`src/ahb_sram_pkg.sv`:
```
`default_nettype none

package ahb_sram_pkg;

   // ----------------------------------------------------------------------
   // Memory map
   // ----------------------------------------------------------------------
   localparam int                   HADDR_W    = 32;               // System address width
   localparam int                   BANK_AW    = 12;               // 4 KiB per bank
   localparam int                   BANK_WORDS = 2 ** (BANK_AW - 2);
   localparam logic [HADDR_W-1:0]   BANK0_BASE = 32'h0000_0000;
   localparam logic [HADDR_W-1:0]   BANK1_BASE = 32'h0000_1000;
   localparam int                   DECODE_LSB = 12;               // Lowest region select bit

   // AHB transfer types
   localparam logic [1:0] HTRANS_IDLE   = 2'b00;
   localparam logic [1:0] HTRANS_BUSY   = 2'b01;
   localparam logic [1:0] HTRANS_NONSEQ = 2'b10;
   localparam logic [1:0] HTRANS_SEQ    = 2'b11;

   // AHB transfer sizes, 32-bit bus only
   localparam logic [2:0] HSIZE_BYTE = 3'b000;
   localparam logic [2:0] HSIZE_HALF = 3'b001;
   localparam logic [2:0] HSIZE_WORD = 3'b010;

   localparam logic HRESP_OKAY  = 1'b0;
   localparam logic HRESP_ERROR = 1'b1;

   // Default slave FSM encoding
   localparam logic [1:0] DS_IDLE = 2'd0;
   localparam logic [1:0] DS_ERR1 = 2'd1;                          // Stall cycle of ERROR
   localparam logic [1:0] DS_ERR2 = 2'd2;                          // Completion cycle of ERROR

endpackage

`default_nettype wire

```
`src/ahb_to_sram.sv`:
```
`timescale 1ns/100ps
`default_nettype none

module ahb_to_sram
   import ahb_sram_pkg::*;
#(
   parameter int AW = BANK_AW                   // Byte address width of the bank
)
(
   input  wire           HCLK,
   input  wire           HRESETn,
   input  wire           hsel,                  // Bank select from decoder
   input  wire           hready,                // System ready
   input  wire  [1:0]    htrans,
   input  wire  [2:0]    hsize,
   input  wire           hwrite,
   input  wire  [AW-1:0] haddr,
   input  wire  [31:0]   hwdata,                // Valid in data phase
   output logic [31:0]   hrdata,
   input  wire  [31:0]   sram_rdata,            // One cycle after read select
   output logic [AW-3:0] sram_addr,             // Word address
   output logic [3:0]    sram_wen,              // Byte enables, active high
   output logic [31:0]   sram_wdata,
   output logic          sram_cs
);

logic          access;                          // Accepted address phase
logic          acc_wr;
logic          acc_rd;
logic [3:0]    lanes;                           // Lanes of current address phase
logic          wr_dphase;                       // Write data phase in progress
logic [AW-3:0] buf_addr;                        // Word address of buffered write
logic [3:0]    buf_lanes;                       // Lanes valid in buffer
logic [31:0]   buf_data;                        // Buffered write bytes
logic          buf_pend;                        // Write held back by reads
logic          ram_write;                       // SRAM port free for the write
logic          rd_hit;                          // Read data phase hits buffer

// ----------------------------------------------------------------------
// Address phase decode
// ----------------------------------------------------------------------
assign access = hsel && hready && ((htrans == HTRANS_NONSEQ) || (htrans == HTRANS_SEQ));
assign acc_wr = access && hwrite;
assign acc_rd = access && !hwrite;

// Byte lanes from size and low address bits
always_comb
begin
   case (hsize)
      HSIZE_BYTE: lanes = 4'b0001 << haddr[1:0];
      HSIZE_HALF: lanes = haddr[1] ? 4'b1100 : 4'b0011;
      HSIZE_WORD: lanes = 4'b1111;
      default:    lanes = 4'b0000;              // Wider than the bus
   endcase
end

// Write address and lanes captured at address phase
always_ff @(posedge HCLK or negedge HRESETn)
begin
   if (!HRESETn)
   begin
      wr_dphase <= 1'b0;
      buf_addr  <= '0;
      buf_lanes <= 4'b0000;
   end
   else
   begin
      wr_dphase <= acc_wr;
      if (acc_wr)
      begin
         buf_addr  <= haddr[AW-1:2];
         buf_lanes <= lanes;
      end
   end
end

// Write bytes captured in data phase
always_ff @(posedge HCLK)
begin
   for (int i = 0; i < 4; i++)
   begin
      if (wr_dphase && buf_lanes[i])
         buf_data[8*i +: 8] <= hwdata[8*i +: 8];
   end
end

// ----------------------------------------------------------------------
// SRAM port sharing
// ----------------------------------------------------------------------
// A read address phase owns the port, so a write in flight waits
assign ram_write = (buf_pend || wr_dphase) && !acc_rd;

always_ff @(posedge HCLK or negedge HRESETn)
begin
   if (!HRESETn)
      buf_pend <= 1'b0;
   else
      buf_pend <= (buf_pend || wr_dphase) && acc_rd; // Held while reads continue
end

assign sram_cs    = acc_rd || ram_write;
assign sram_addr  = acc_rd ? haddr[AW-1:2] : buf_addr;
assign sram_wen   = {4{ram_write}} & buf_lanes;
assign sram_wdata = buf_pend ? buf_data : hwdata; // Fresh write goes straight through

// ----------------------------------------------------------------------
// Read merge
// ----------------------------------------------------------------------
// Read of the buffered word sees bytes not yet in SRAM
always_ff @(posedge HCLK or negedge HRESETn)
begin
   if (!HRESETn)
      rd_hit <= 1'b0;
   else
      rd_hit <= acc_rd && (haddr[AW-1:2] == buf_addr);
end

always_comb
begin
   for (int i = 0; i < 4; i++)
   begin
      hrdata[8*i +: 8] = (rd_hit && buf_lanes[i]) ? buf_data[8*i +: 8]
                                                  : sram_rdata[8*i +: 8];
   end
end

// Write strobes never reach an unselected SRAM
a_wen_cs: assert property (@(posedge HCLK) disable iff (!HRESETn)
   (|sram_wen) |-> sram_cs)
   else $error("ahb_to_sram: sram_wen set without sram_cs");

// Pending write drains on the first cycle without a read
a_pend_drain: assert property (@(posedge HCLK) disable iff (!HRESETn)
   (buf_pend && !acc_rd) |-> (|sram_wen) ##1 !buf_pend)
   else $error("ahb_to_sram: pending write survived a free cycle");

endmodule

`default_nettype wire

```
`config.mk`:
```
export PLATFORM = sky130hd
export DESIGN_NAME = ahb_to_sram
export DESIGN_NICKNAME = d
export VERILOG_FILES = /design/src/ahb_sram_pkg.sv /design/src/ahb_to_sram.sv
export SDC_FILE = /design/constraint.sdc
export NUM_CORES = 1
export LEC_CHECK = 0
export ABC_AREA = 0
export BUFFER_PORTS_ARGS = -buffer_cell sky130_fd_sc_hd__buf_4
export CORE_MARGIN = 5
export CORE_UTILIZATION = 39
export DETAILED_ROUTE_END_ITERATION = 10
export PLACE_DENSITY = 0.75
export SYNTH_ARGS = -nofsm -noshare
export SYNTH_HDL_FRONTEND = slang
export SYNTH_SLANG_ARGS = --single-unit
```
`constraint.sdc`:
```
create_clock -name HCLK -period 1.19 [get_ports HCLK]
set_input_delay 0.1785 -clock HCLK [delete_from_list [all_inputs] [get_ports HCLK]]
set_output_delay 0.1785 -clock HCLK [all_outputs]
set_load 0.02 [all_outputs]
```
==> impl_metrics.toml <==
[place]
dp_slack_ns = -0.195
placed_area_um2 = 4190
dp_hpwl_um = 6190
place_congestion = 0.783
numPortBuffers = 163

[timing]
drv_slew = 0
min_period_over_period_pct = 139
slew_headroom_pct = 83.8
worstMarginPinSlew_ns = 0.243
max_freq_ghz = 0.603
hold_viol = 0
fin_ws_ns = -0.467
fin_tns_setup_ns = -30.20
setup_viol = 79
finClkSkew_ns = 0.00505
rsz0062_at_grt = "yes"
min_period_ns = 1.66

[synth]
synth_top_cell_by_area = "edfxtp_1"
synth_cells = 210
yosysMostFrequentCell = "mux2_2"
ys_top_cells_by_count = "67 x mux2_2, 36 x nand2_1, 32 x edfxtp_1"
synth_flop_cell = "edfxtp_1"
synth_top_area_share_pct = 35.0
yosys_warnings = 0
synth_cell_types = 25
synth_edf_count = 32
ys_async_sr_fraction_pct = 34.7
avgSynthCellArea_um2 = 13.1
syn-num-nets = 296
synth_area_leaders = "edfxtp_1 35%, mux2_2 27%, dfrtp_1 16%"
seq_area_frac_synth_pct = 50.5
ys_seq_elements = 49
syn_area_um2 = 2740

[global_routing]
overflow = 0
grt_max_degree = 18
grt-busiest-layer = "met2"
grt_pass1_wl_um = 12800
grt_pass1_vias = 2521
grt_util_met2_pct = 33.9
antenna_found_initial = 0
grtUsageMet1_pct = 20.5
grtUsageMet3_pct = 6.25
track_usage_pct = 18.3

[cts]
numCtsBuffers = 5
clk_latency_ns = 0.30
cts_tree = "built"
clk_pin_slew_ns = 0.09
htreeDepth = 2
clockBufferDepth = 2
ctsRootBufferMaster = "clkbuf_8"
cts.sink_count = 49

[layout]
fin_util_pct = 73.3
diodes = 0
multi_input_area_um2 = 1590
area_delta_synth_final_pct = 82.4
fin_area_um2 = 5010
nFillCells = 497
layout-drive-gt1-share_pct = 73.7
regArea_um2 = 1390
fin_nets = 488

[drt]
drc_errors = 0
first_iter_violations = 69
detail_route.first_pass.iterations = 4
antenna_left = 0
wl_per_cell_um = 17.7
vias = 2431
drt_wl_total_um = 8830
vias_per_cell = 4.87

[floorplan]
dieHeight_um = 93.9
core_um2 = 6830
initial_core_util_pct = 40.2
dieArea_um2 = 8810
die_w_um = 93.9
row_count = 30
ios = 165

[min_path]
hp-class = "in2reg"
min_path_cells = 1

[worst_setup_path]
cp.required_ns = 1.01
reg2reg_depth = 4
crit_fanout = 8
crit_path_start_kind = "flip-flop"
critPathArrivalTime_ns = 1.48
end_kind = "output port"
path_class = "reg2out"

[pwr]
vdd_drop_max_uv = 615
p_leak_nw = 2.45
p_total_mw = 4.62
powerDensity_nw_per_um2 = 923

[status]
status = "complete, but fails checks"
violations = "setup timing"

[flow_run]
maxCapViolCount = 0
metal layers:
metal,part of all wire [%],up-vias
li1,-,1141
met1,39,1181
met2,52,104
met3,8.6,5
met4,0.51,0
met5,0,-
stage by stage:
| stage | std cells | hold WS (ns) |
|---|---|---|
| after floorplan | 210 | -0.117 |
| after global placement | 475 | 0.0558 |
| after detailed placement | 475 | 0.0557 |
| after CTS | 496 | 0.0538 |
| after global routing | 499 | 0.0381 |
| final | 499 | 0.0597 |
what timing repair did:
item                                   CTS  global route
pin swaps                                6             7
endpoints found under the hold margin   17             0
gates cloned                             1             2
resized for setup                       99            48
setup endpoints to repair               95            80
buffers inserted                        11             1
hold buffers                             1             0
worst max-delay path, stage by stage (launching register included):
cell and delay, ns:
dfrtp_2 0.52, clkbuf_16 0.23, mux2_4 0.31, buf_6 0.13
sequential cells by signal (all words and copies together) (netlist names):
| register | flops |
|---|---|
| buf_data | 32 |
| buf_addr | 10 |
| rd_hit | 1 |
| buf_lanes | 4 |
| wr_dphase | 1 |
| buf_pend | 1 |
cell type report:
cell class	count	area share, %
Timing Repair Buffer	192	36.1
Sequential cell	49	27.7
Inverter	2	0.150
Tap cell	96	2.40
Clock buffer	8	1.80
Multi-Input combinational cell	152	31.8
cells by family after synthesis:
family	after synthesis	share of synthesized area (%)
and+or+nand+nor	58	10.8
buffers and inverters	9	1.87
xor gates and xnor gates	10	3.19
muxes	74	31.3
AOI/OAI and AO/OA	10	2.33
DFF	49	50.5
worst paths after layout:
path	start	to	slack (ns)
setup / recovery	buf_pend$_DFF_PN0_	sram_wdata[0]	-0.47
hold / removal	hwdata[13]	buf_data[13]$_DFFE_PP_	0.06
setup reg to reg	buf_addr[7]$_DFFE_PN0P_	rd_hit$_DFF_PN0_	0.05
hold reg to reg	buf_addr[0]$_DFFE_PN0P_	buf_addr[0]$_DFFE_PN0P_	0.53
max in group asynchronous	HRESETn	buf_pend$_DFF_PN0_	0.70
min in group asynchronous	HRESETn	buf_addr[4]$_DFFE_PN0P_	0.28
cells in the final DEF (no fill, tap or decap), drive strengths merged:
cell / netlist / layout
buf: 7 / 188
mux2: 74 / 74
nand2: 40 / 40
edfxtp: 32 / 32
dfrtp: 17 / 17
clkbuf: 0 / 11
xnor2: 10 / 10
and2: 9 / 9
a21oi: 3 / 3
o21ai: 3 / 3
nor2: 3 / 3
nand4: 3 / 3
inv: 2 / 2
nand4b: 1 / 1
o21a: 1 / 1
nor4: 1 / 1
nand2b: 1 / 1
o21bai: 1 / 1
a31o: 1 / 1
o21ba: 1 / 1
dlygate4sd3: 0 / 1
report_power, final:
part | internal [mW] | total (mW) | switching, mW
Clock | 0.475 | 1.00 | 0.525
Sequential | 1.91 | 1.99 | 0.0759
Combinational | 0.973 | 1.63 | 0.661
Total | 3.36 | 4.62 | 1.26
No activity file was read; power rests on OpenSTA's default activity.
