==> config.mk <==
export PLATFORM = sky130hd
export DESIGN_NAME = ahb_decoder
export DESIGN_NICKNAME = d
export VERILOG_FILES = /design/src/ahb_sram_pkg.sv /design/src/ahb_decoder.sv
export SDC_FILE = /design/constraint.sdc
export NUM_CORES = 1
export LEC_CHECK = 0
export BUFFER_PORTS_ARGS = -buffer_cell sky130_fd_sc_hd__clkbuf_2
export CORE_UTILIZATION = 25
export CTS_CLUSTER_SIZE = 8
export DETAILED_ROUTE_END_ITERATION = 12
export HOLD_SLACK_MARGIN = 0.06
export PLACE_DENSITY = 0.87
export SLEW_MARGIN = 10
export SYNTH_ARGS = -nofsm -noshare
export SYNTH_HDL_FRONTEND = slang
export SYNTH_SLANG_ARGS = --single-unit
==> constraint.sdc <==
create_clock -name HCLK -period 1.8 [get_ports HCLK]
set_clock_uncertainty 0.05 [all_clocks]
set_input_delay 0.27 -clock HCLK [delete_from_list [all_inputs] [get_ports HCLK]]
set_output_delay 0.27 -clock HCLK [all_outputs]
set_load 0.05 [all_outputs]
==> src/ahb_sram_pkg.sv <==
`default_nettype none

package ahb_sram_pkg;

   // ----------------------------------------------------------------------
   // Memory map
   // ----------------------------------------------------------------------
   localparam int                   HADDR_W    = 32;               // System address width
   localparam int                   BANK_AW    = 12;               // 4 KiB per bank
   localparam int                   BANK_WORDS = 2 ** (BANK_AW - 2);
   localparam logic [HADDR_W-1:0]   BANK0_BASE = 32'h0000_0000;
   localparam logic [HADDR_W-1:0]   BANK1_BASE = 32'h0000_1000;
   localparam int                   DECODE_LSB = 12;               // Lowest region select bit

   // AHB transfer types
   localparam logic [1:0] HTRANS_IDLE   = 2'b00;
   localparam logic [1:0] HTRANS_BUSY   = 2'b01;
   localparam logic [1:0] HTRANS_NONSEQ = 2'b10;
   localparam logic [1:0] HTRANS_SEQ    = 2'b11;

   // AHB transfer sizes, 32-bit bus only
   localparam logic [2:0] HSIZE_BYTE = 3'b000;
   localparam logic [2:0] HSIZE_HALF = 3'b001;
   localparam logic [2:0] HSIZE_WORD = 3'b010;

   localparam logic HRESP_OKAY  = 1'b0;
   localparam logic HRESP_ERROR = 1'b1;

   // Default slave FSM encoding
   localparam logic [1:0] DS_IDLE = 2'd0;
   localparam logic [1:0] DS_ERR1 = 2'd1;                          // Stall cycle of ERROR
   localparam logic [1:0] DS_ERR2 = 2'd2;                          // Completion cycle of ERROR

endpackage

`default_nettype wire

==> src/ahb_decoder.sv <==
`timescale 1ns/100ps
`default_nettype none

module ahb_decoder
   import ahb_sram_pkg::*;
(
   input  wire                HCLK,
   input  wire                HRESETn,
   input  wire                hsel,
   input  wire  [HADDR_W-1:0] haddr,
   input  wire  [1:0]         htrans,
   input  wire                hready,
   input  wire  [31:0]        hrdata_0,
   input  wire  [31:0]        hrdata_1,
   output logic               hsel_0,
   output logic               hsel_1,
   output logic [31:0]        hrdata,
   output logic               hreadyout,
   output logic               hresp
);

logic [HADDR_W-DECODE_LSB-1:0] region;     // Region bits of address
logic                          hit_0;
logic                          hit_1;
logic                          hsel_def;   // Unmapped, goes to default slave
logic                          trans_req;  // NONSEQ or SEQ
logic                          dp_0;       // Bank 0 owns data phase
logic                          dp_1;       // Bank 1 owns data phase
logic [1:0]                    ds_state;
logic [1:0]                    ds_next;

// ----------------------------------------------------------------------
// Address decode
// ----------------------------------------------------------------------
assign region    = haddr[HADDR_W-1:DECODE_LSB];
assign hit_0     = (region == BANK0_BASE[HADDR_W-1:DECODE_LSB]);
assign hit_1     = (region == BANK1_BASE[HADDR_W-1:DECODE_LSB]);
assign hsel_0    = hsel && hit_0;
assign hsel_1    = hsel && hit_1;
assign hsel_def  = hsel && !hit_0 && !hit_1;
assign trans_req = !((htrans == HTRANS_IDLE) || (htrans == HTRANS_BUSY));

// Data phase owner, moves only with ready
always_ff @(posedge HCLK or negedge HRESETn)
begin
   if (!HRESETn)
   begin
      dp_0 <= 1'b0;
      dp_1 <= 1'b0;
   end
   else if (hready)
   begin
      dp_0 <= hsel_0;
      dp_1 <= hsel_1;
   end
end

always_comb
begin
   case ({dp_1, dp_0})
      2'b01:   hrdata = hrdata_0;
      2'b10:   hrdata = hrdata_1;
      default: hrdata = 32'h0000_0000;    // Default slave or no owner
   endcase
end

// ----------------------------------------------------------------------
// Default slave
// ----------------------------------------------------------------------
always_comb
begin
   case (ds_state)
      DS_IDLE, DS_ERR2: ds_next = (hready && hsel_def && trans_req) ? DS_ERR1 : DS_IDLE;
      DS_ERR1:          ds_next = DS_ERR2;  // Always two cycles
      default:          ds_next = DS_IDLE;
   endcase
end

always_ff @(posedge HCLK or negedge HRESETn)
begin
   if (!HRESETn)
      ds_state <= DS_IDLE;
   else
      ds_state <= ds_next;
end

// Banks are zero wait, so only the default slave stalls
assign hreadyout = (ds_state != DS_ERR1);
assign hresp     = (ds_state == DS_IDLE) ? HRESP_OKAY : HRESP_ERROR;

// ERROR opens with a stall cycle and no bank owning the data phase
a_err_first: assert property (@(posedge HCLK) disable iff (!HRESETn)
   $rose(hresp) |-> (!hreadyout && !dp_0 && !dp_1))
   else $error("ahb_decoder: ERROR began without a stall cycle or beside a bank");

endmodule

`default_nettype wire

==> flow_metrics.env, run 1 <==
export IMPL_report_final_slew_viol_count=0
export IMPL_synth_compound_gate_area_share=0.385
export IMPL_worstReg2RegStart="dp_0"
export IMPL_reg2reg_setup_slack_ps=930
export IMPL_num_nets_final=339
export IMPL_initialDrtViolationCount=30
export IMPL_timing_final_setup_violations=11
export IMPL_first_global_vias=1234
export IMPL_post_synth_fa_ha_maj_area_fraction=0.0362
export IMPL_post_synth_instance_area_um2=692
export IMPL_number_of_flip_flops_and_latches_in_the_synthesized_netlist=4
export IMPL_crit_path_end="hrdata[26]"
export IMPL_numPortBuffers=124
export IMPL_synth_cell_types=20
export IMPL_placedInstanceArea_um2=1450
export IMPL_initial_core_util=0.272
export IMPL_synth_largest_type_area_fraction=0.347
export IMPL_timing_max_cap_violations=0
export IMPL_ant_nets=0
export IMPL_post_synth_xor_area_fraction=0
export IMPL_worst_slew_pin_slew_ps=297
export IMPL_holdCritPathClass="primary input to flip-flop"
export IMPL_rr_worst_depth=3
export IMPL_std_cell_core_area_um2=2540
export IMPL_area_overhead_vs_synth_pct=186
export IMPL_drive_gt1_frac=0.777
export IMPL_post_synth_inst_count=104
export IMPL_main_combinational_cell_family_by_area_after_synthesis="compound AO/OA/AOI/OAI gates"
export IMPL_fmax_mhz=542
export IMPL_post_place_cells=253
export IMPL_clock_tree_from_tritoncts="built"
export IMPL_ctsLongestPathBuffers=2
export IMPL_synth_async_reset_ratio=1.00
export IMPL_finalHoldViolCount=0
export IMPL_power_per_cell_area_nw_per_um2=175
export IMPL_synth_edf_count=0
export IMPL_synth_seq_area_share=0.145
export IMPL_p_leak_nw=0.854
export IMPL_crit_arrival_ps=1530
export IMPL_cts_reportedPaths_clkPinSlew_ps=40
export IMPL_ir_drop_mv=0.368
export IMPL_io_pins=138
export IMPL_crit_path_max_fanout=8
export IMPL_final_setup_worst_slack_ps=-45.7
export IMPL_critical_path_startpoint_type="flip-flop"
export IMPL_worstPathRequired_ps=1480
export IMPL_timing_final_crit_period_ps=1850
export IMPL_finish_utilization=0.777
export IMPL_global_route_wire_length_before_repair_um=4850
export IMPL_placement_setup_worst_slack_ps=45.4
export IMPL_numClockSinks=4
export IMPL_synth_simple_gate_area_share=0.358
export IMPL_grt_max_degree=33
export IMPL_postSynthAreaPerCell_um2=6.65
export IMPL_post_route_cell_area_um2=1980
export IMPL_cell_at_the_root_of_the_clock_tree="sky130_fd_sc_hd__clkbuf_4"
export IMPL_num_rows=18
export IMPL_synth_fp_nets=208
export IMPL_fp_dieArea_um2=2980
export IMPL_yosysWarningCount=0
export IMPL_drc=0
export IMPL_startpoint="dp_1"
export IMPL_synth_area_top_cells="sky130_fd_sc_hd__a22oi_1, sky130_fd_sc_hd__nor2_1, sky130_fd_sc_hd__dfrtp_1"
export IMPL_yosys_area_top_type="sky130_fd_sc_hd__a22oi_1"
export IMPL_violations="setup timing"
export IMPL_worst_flop_to_flop_path_endpoint="dp_0"
export IMPL_synthFlopType="sky130_fd_sc_hd__dfrtp_1"
export IMPL_die_height_um=54.6
export IMPL_post_layout_nonfiller_instances=263
export IMPL_worstSetupPathType="flip-flop to primary output"
export IMPL_grt_setup_unrepaired="true"
export IMPL_drt_pre_antenna_iters=4
export IMPL_synth_mux_area_fraction=0
export IMPL_outcome="finished, violations left"
export IMPL_insertedDiodeCount=0
export IMPL_gpl_final_weighted_congestion=0.654
export IMPL_drt_vias_per_instance=5.44
export IMPL_cts_made_buffers=3
export IMPL_wirelength_um=4260
export IMPL_setup_tns_final_ps=-145
export IMPL_clk_insertion_delay_late_ps=230
export IMPL_synth_common_cells="sky130_fd_sc_hd__a22oi_1, sky130_fd_sc_hd__nor2_1, sky130_fd_sc_hd__clkbuf_1"
export IMPL_ctsHtreeMaxLevel=1
export IMPL_setup_worst_path_end_class="primary output"
export IMPL_hpwl_reported_at_the_end_of_detailed_placement_um=2330
export IMPL_global_route_usage_total=0.220
export IMPL_globalRouteOverflowTotal=0
export IMPL_initial_antenna_violation_count=0
export IMPL_worst_slew_margin=0.800
export IMPL_detail_route_wl_per_cell_um=16.2
export IMPL_post_route_period_util=1.03
export IMPL_die_width_um=54.6
export IMPL_detailroute_via_count=1430
[cell families (layout without fill, tap and decap cells)]
kind of cell	count (synthesis)	in the layout
flops	4	4
fa+ha+maj	2	2
simple gates	50	50
buf+inv	13	142
compound gates	35	35
[flip-flops by register name, indices dropped and copies added, names as in the netlist]
name	count
dp_0	1
dp_1	1
ds_state	2
[worst min-delay path by stage]
| stage | from | end | depth (start not counted) |
|---|---|---|---|
| floorplan | HRESETn | dp_0 | 0 |
| global placement | HRESETn | ds_state[1] | 1 |
| detailed placement | HRESETn | ds_state[0] | 1 |
| CTS | hready | dp_1 | 2 |
| global route | hready | dp_1 | 2 |
| finish | hready | dp_1 | 2 |
[stage by stage]
stage          hold WS [ps]  total power, mW
6_report                262            0.346
4_1_cts                 263            0.331
2_1_floorplan         -75.6            0.115
3_3_place_gp           28.5            0.215
5_1_grt                 280            0.364
3_5_place_dp           31.5            0.218
[power by group]
| part | switching [mW] | leakage [nW] | total (mW) | internal, mW |
|---|---|---|---|---|
| combinational | 0.0598 | 0.785 | 0.137 | 0.0770 |
| sequential | 0.00138 | 0.0550 | 0.0935 | 0.0921 |
| clock | 0.0411 | 0.0138 | 0.116 | 0.0749 |
| total | 0.102 | 0.854 | 0.346 | 0.244 |
[worst max-delay path, stage by stage (launching register included)]
cell and delay [ps]:
sky130_fd_sc_hd__dfrtp_1 360, sky130_fd_sc_hd__buf_4 140, sky130_fd_sc_hd__ha_4 170, sky130_fd_sc_hd__clkbuf_16 160, sky130_fd_sc_hd__a22oi_1 220, sky130_fd_sc_hd__nor2_2 60, sky130_fd_sc_hd__clkbuf_8 180
[layer usage]
metal  track usage  vias up  share of wire
li1              -      651              -
met1         0.208      666           0.34
met2         0.452      105           0.56
met3        0.0361        8          0.091
met4        0.0897        0          0.018
met5             0        -              0
[cell usage in the layout (no fill, tap or decap), drive strengths merged]
cell type / n
nor2: 32
o31ai: 1
nand3: 2
a22oi: 32
nand3b: 1
nor3: 3
and3: 1
dfrtp: 4
or2: 1
dlygate4sd3: 1
nor4: 5
nand2b: 2
clkbuf: 112
o22ai: 1
nand2: 3
ha: 2
o21a: 1
inv: 4
buf: 25
[final cells by class]
| cell class | instances | area [um^2] |
|---|---|---|
| Fill cell | 190 | 567 |
| Tap cell | 30 | 37.5 |
| Inverter | 4 | 15.0 |
| Clock buffer | 3 | 22.5 |
| Timing Repair Buffer | 135 | 1090 |
| Sequential cell | 4 | 100 |
| Multi-Input combinational cell | 87 | 713 |
[what timing repair did]
| action | 4_1_cts | 5_1_grt |
|---|---|---|
| gates resized for setup | 71 | 34 |
| setup buffers | 2 | 0 |
| hold endpoints to repair | 4 | 0 |
| endpoints found under the setup margin | 32 | 34 |
| gates cloned | 2 | 2 |
| pin swaps | 0 | 1 |
| hold buffers | 1 | 0 |
(Power assumes the default switching activity.)
==> run 2, diff against run 1 <==
--- a/config.mk
+++ b/config.mk
@@ -10,6 +10,7 @@
 export CTS_CLUSTER_SIZE = 8
 export DETAILED_ROUTE_END_ITERATION = 12
 export HOLD_SLACK_MARGIN = 0.06
+export MAX_ROUTING_LAYER = met4
 export PLACE_DENSITY = 0.87
 export SLEW_MARGIN = 10
 export SYNTH_ARGS = -nofsm -noshare
==> run 2 against run 1 <==
Critical endpoint unchanged. Non-clock buffer count unchanged. The flow still finishes with violations (setup timing). Die area unchanged. Register-to-register slack about the same. Final cell count unchanged. Core utilization unchanged. Largest power group unchanged. Critical path type unchanged.
==> flow_metrics.env, run 2 (synthesized netlist as in run 1, its figures left out) <==
export IMPL_critical_path_top_delay_family="buffers and inverters"
export IMPL_worstSetupPathType="flip-flop to primary output"
export IMPL_critical_path_startpoint_type="flip-flop"
export IMPL_drt_pre_antenna_iters=4
export IMPL_initialDrtViolationCount=41
export IMPL_worst_flop_to_flop_path_endpoint="dp_0"
export IMPL_report_final_slew_viol_count=0
export IMPL_die_width_um=54.6
export IMPL_first_global_vias=1232
export IMPL_critPathMaxStageDelay_ps=360
export IMPL_power_share_combinational=0.395
export IMPL_worst_slew_margin=0.800
export IMPL_initial_core_util=0.272
export IMPL_initial_antenna_violation_count=0
export IMPL_std_cell_core_area_um2=2540
export IMPL_internal_power_mw=0.244
export IMPL_drt_vias_per_instance=5.45
export IMPL_cts_reportedPaths_clkPinSlew_ps=40
export IMPL_grt_max_degree=33
export IMPL_p_leak_nw=0.854
export IMPL_cp_buffers_inverters=3
export IMPL_numPortBuffers=124
export IMPL_cts_made_buffers=3
export IMPL_detailroute_via_count=1434
export IMPL_final_setup_worst_slack_ps=-53.5
export IMPL_mostFrequentLayoutCell="sky130_fd_sc_hd__clkbuf_2"
export IMPL_ctsLongestPathBuffers=2
export IMPL_registers_top_by_ff_count="ds_state"
export IMPL_largestRegisters="ds_state x2, dp_0 x1, dp_1 x1"
export IMPL_p_sw_frac=0.297
export IMPL_fmax_mhz=540
export IMPL_ant_nets=0
export IMPL_cell_at_the_root_of_the_clock_tree="sky130_fd_sc_hd__clkbuf_4"
export IMPL_post_route_cell_area_um2=1980
export IMPL_num_rows=18
export IMPL_power_frac_clock=0.336
export IMPL_cp_num_cells=6
export IMPL_timing_final_setup_violations=10
export IMPL_die_height_um=54.6
export IMPL_num_nets_final=339
export IMPL_crit_path_end="hrdata[26]"
export IMPL_slowest_cp_cell="sky130_fd_sc_hd__dfrtp_1"
export IMPL_global_route_usage_total=0.227
export IMPL_crit_path_max_fanout=8
export IMPL_placedInstanceArea_um2=1450
export IMPL_timing_critical_path_cells="buf_4 > ha_4 > clkbuf_16 > a22oi_1 > nor2_2 > clkbuf_8"
export IMPL_holdCritPathClass="primary input to flip-flop"
export IMPL_worstPathRequired_ps=1480
export IMPL_setup_tns_final_ps=-162
export IMPL_reg2reg_setup_slack_ps=930
export IMPL_grt_setup_unrepaired="true"
export IMPL_worst_slew_pin_slew_ps=297
export IMPL_io_pins=138
export IMPL_hpwl_reported_at_the_end_of_detailed_placement_um=2330
export IMPL_p_seq_frac=0.269
export IMPL_gpl_final_weighted_congestion=0.660
export IMPL_multiInputGateArea_um2=713
export IMPL_crit_arrival_ps=1530
export IMPL_finalHoldViolCount=0
export IMPL_worstReg2RegStart="dp_0"
export IMPL_violations="setup timing"
export IMPL_numClockSinks=4
export IMPL_timing_max_cap_violations=0
export IMPL_clk_insertion_delay_late_ps=230
export IMPL_power_per_cell_area_nw_per_um2=175
export IMPL_setup_worst_path_end_class="primary output"
export IMPL_p_sw_mw=0.103
export IMPL_area_overhead_vs_synth_pct=186
export IMPL_insertedDiodeCount=0
export IMPL_global_route_wire_length_before_repair_um=4860
export IMPL_area_sequential_um2=100
export IMPL_post_route_period_util=1.03
export IMPL_wirelength_um=4310
export IMPL_outcome="finished, violations left"
export IMPL_ctsHtreeMaxLevel=1
export IMPL_rr_worst_depth=3
export IMPL_mostFrequentLayoutCells="sky130_fd_sc_hd__clkbuf_2, sky130_fd_sc_hd__a22oi_1, sky130_fd_sc_hd__clkbuf_8"
export IMPL_number_of_flip_flops_in_the_largest_register=2
export IMPL_drive_gt1_frac=0.777
export IMPL_fillerInstances=190
export IMPL_finish_utilization=0.777
export IMPL_startpoint="dp_1"
export IMPL_detail_route_wl_per_cell_um=16.4
export IMPL_globalRouteOverflowTotal=0
export IMPL_fp_dieArea_um2=2980
export IMPL_timing_final_crit_period_ps=1850
export IMPL_drc=0
export IMPL_clock_tree_from_tritoncts="built"
export IMPL_ir_drop_mv=0.372
-- run 2: cell counts in the layout (fill, tap and decap cells not counted) --
No cell type changed its count.
-- run 2: metrics by stage --
step / cells / worst slack [ps] / hold slack (ps) / power (mW)
floorplan: 104 / -208 / -75.6 / 0.115
global placement: 253 / 97.8 / 28.5 / 0.215
detailed placement: 253 / 45.4 / 31.5 / 0.218
CTS: 261 / -0.588 / 263 / 0.331
global route: 263 / -107 / 280 / 0.364
finish: 263 / -53.5 / 261 / 0.347
-- run 2: power groups by stage --
stage,combinational (mW),sequential (mW),clock [mW]
final,0.137,0.0935,0.116
after global routing,0.146,0.0935,0.125
after CTS,0.127,0.0934,0.110
after detailed placement,0.124,0.0944,0
after global placement,0.121,0.0942,0
after floorplan,0.0209,0.0940,0
-- run 2: final cells by class --
cell class	count	area share
repair buffers	135	0.551
flip-flops and latches	4	0.0506
multi-input cells	87	0.361
inverters	4	0.00759
well taps	30	0.0190
clock buffers	3	0.0114
-- run 2: how the worst min path moves through the flow --
stage / cells after the start / slack, ps / endpoint / start
4_1_cts: 2 / 260 / dp_1 / hready
5_1_grt: 2 / 280 / dp_1 / hready
6_report: 2 / 260 / dp_1 / hready
2_1_floorplan: 0 / -80 / dp_0 / HRESETn
3_3_place_gp: 1 / 30 / ds_state[1] / HRESETn
3_5_place_dp: 1 / 30 / ds_state[0] / HRESETn
-- run 2: per-layer routing --
layer,global-route usage,share of wire,vias up
met1,0.212,0.35,676
met4,0.0897,0.019,0
met5,-,0,-
met2,0.452,0.55,97
li1,-,-,651
met3,0.0306,0.087,10
-- run 2: worst register-to-register path: stages, from the launching register on --
cell and delay (ps):
sky130_fd_sc_hd__dfrtp_1 420, sky130_fd_sc_hd__buf_4 150, sky130_fd_sc_hd__nand2b_1 70, sky130_fd_sc_hd__o31ai_2 60
-- run 2: what timing repair did --
item                       4_1_cts  5_1_grt
hold buffers                     1        0
hold endpoints to repair         4        0
setup endpoints to repair       32       34
pin swaps                        0        1
gates cloned                     2        2
buffers inserted                 2        0
resized for setup               71       34
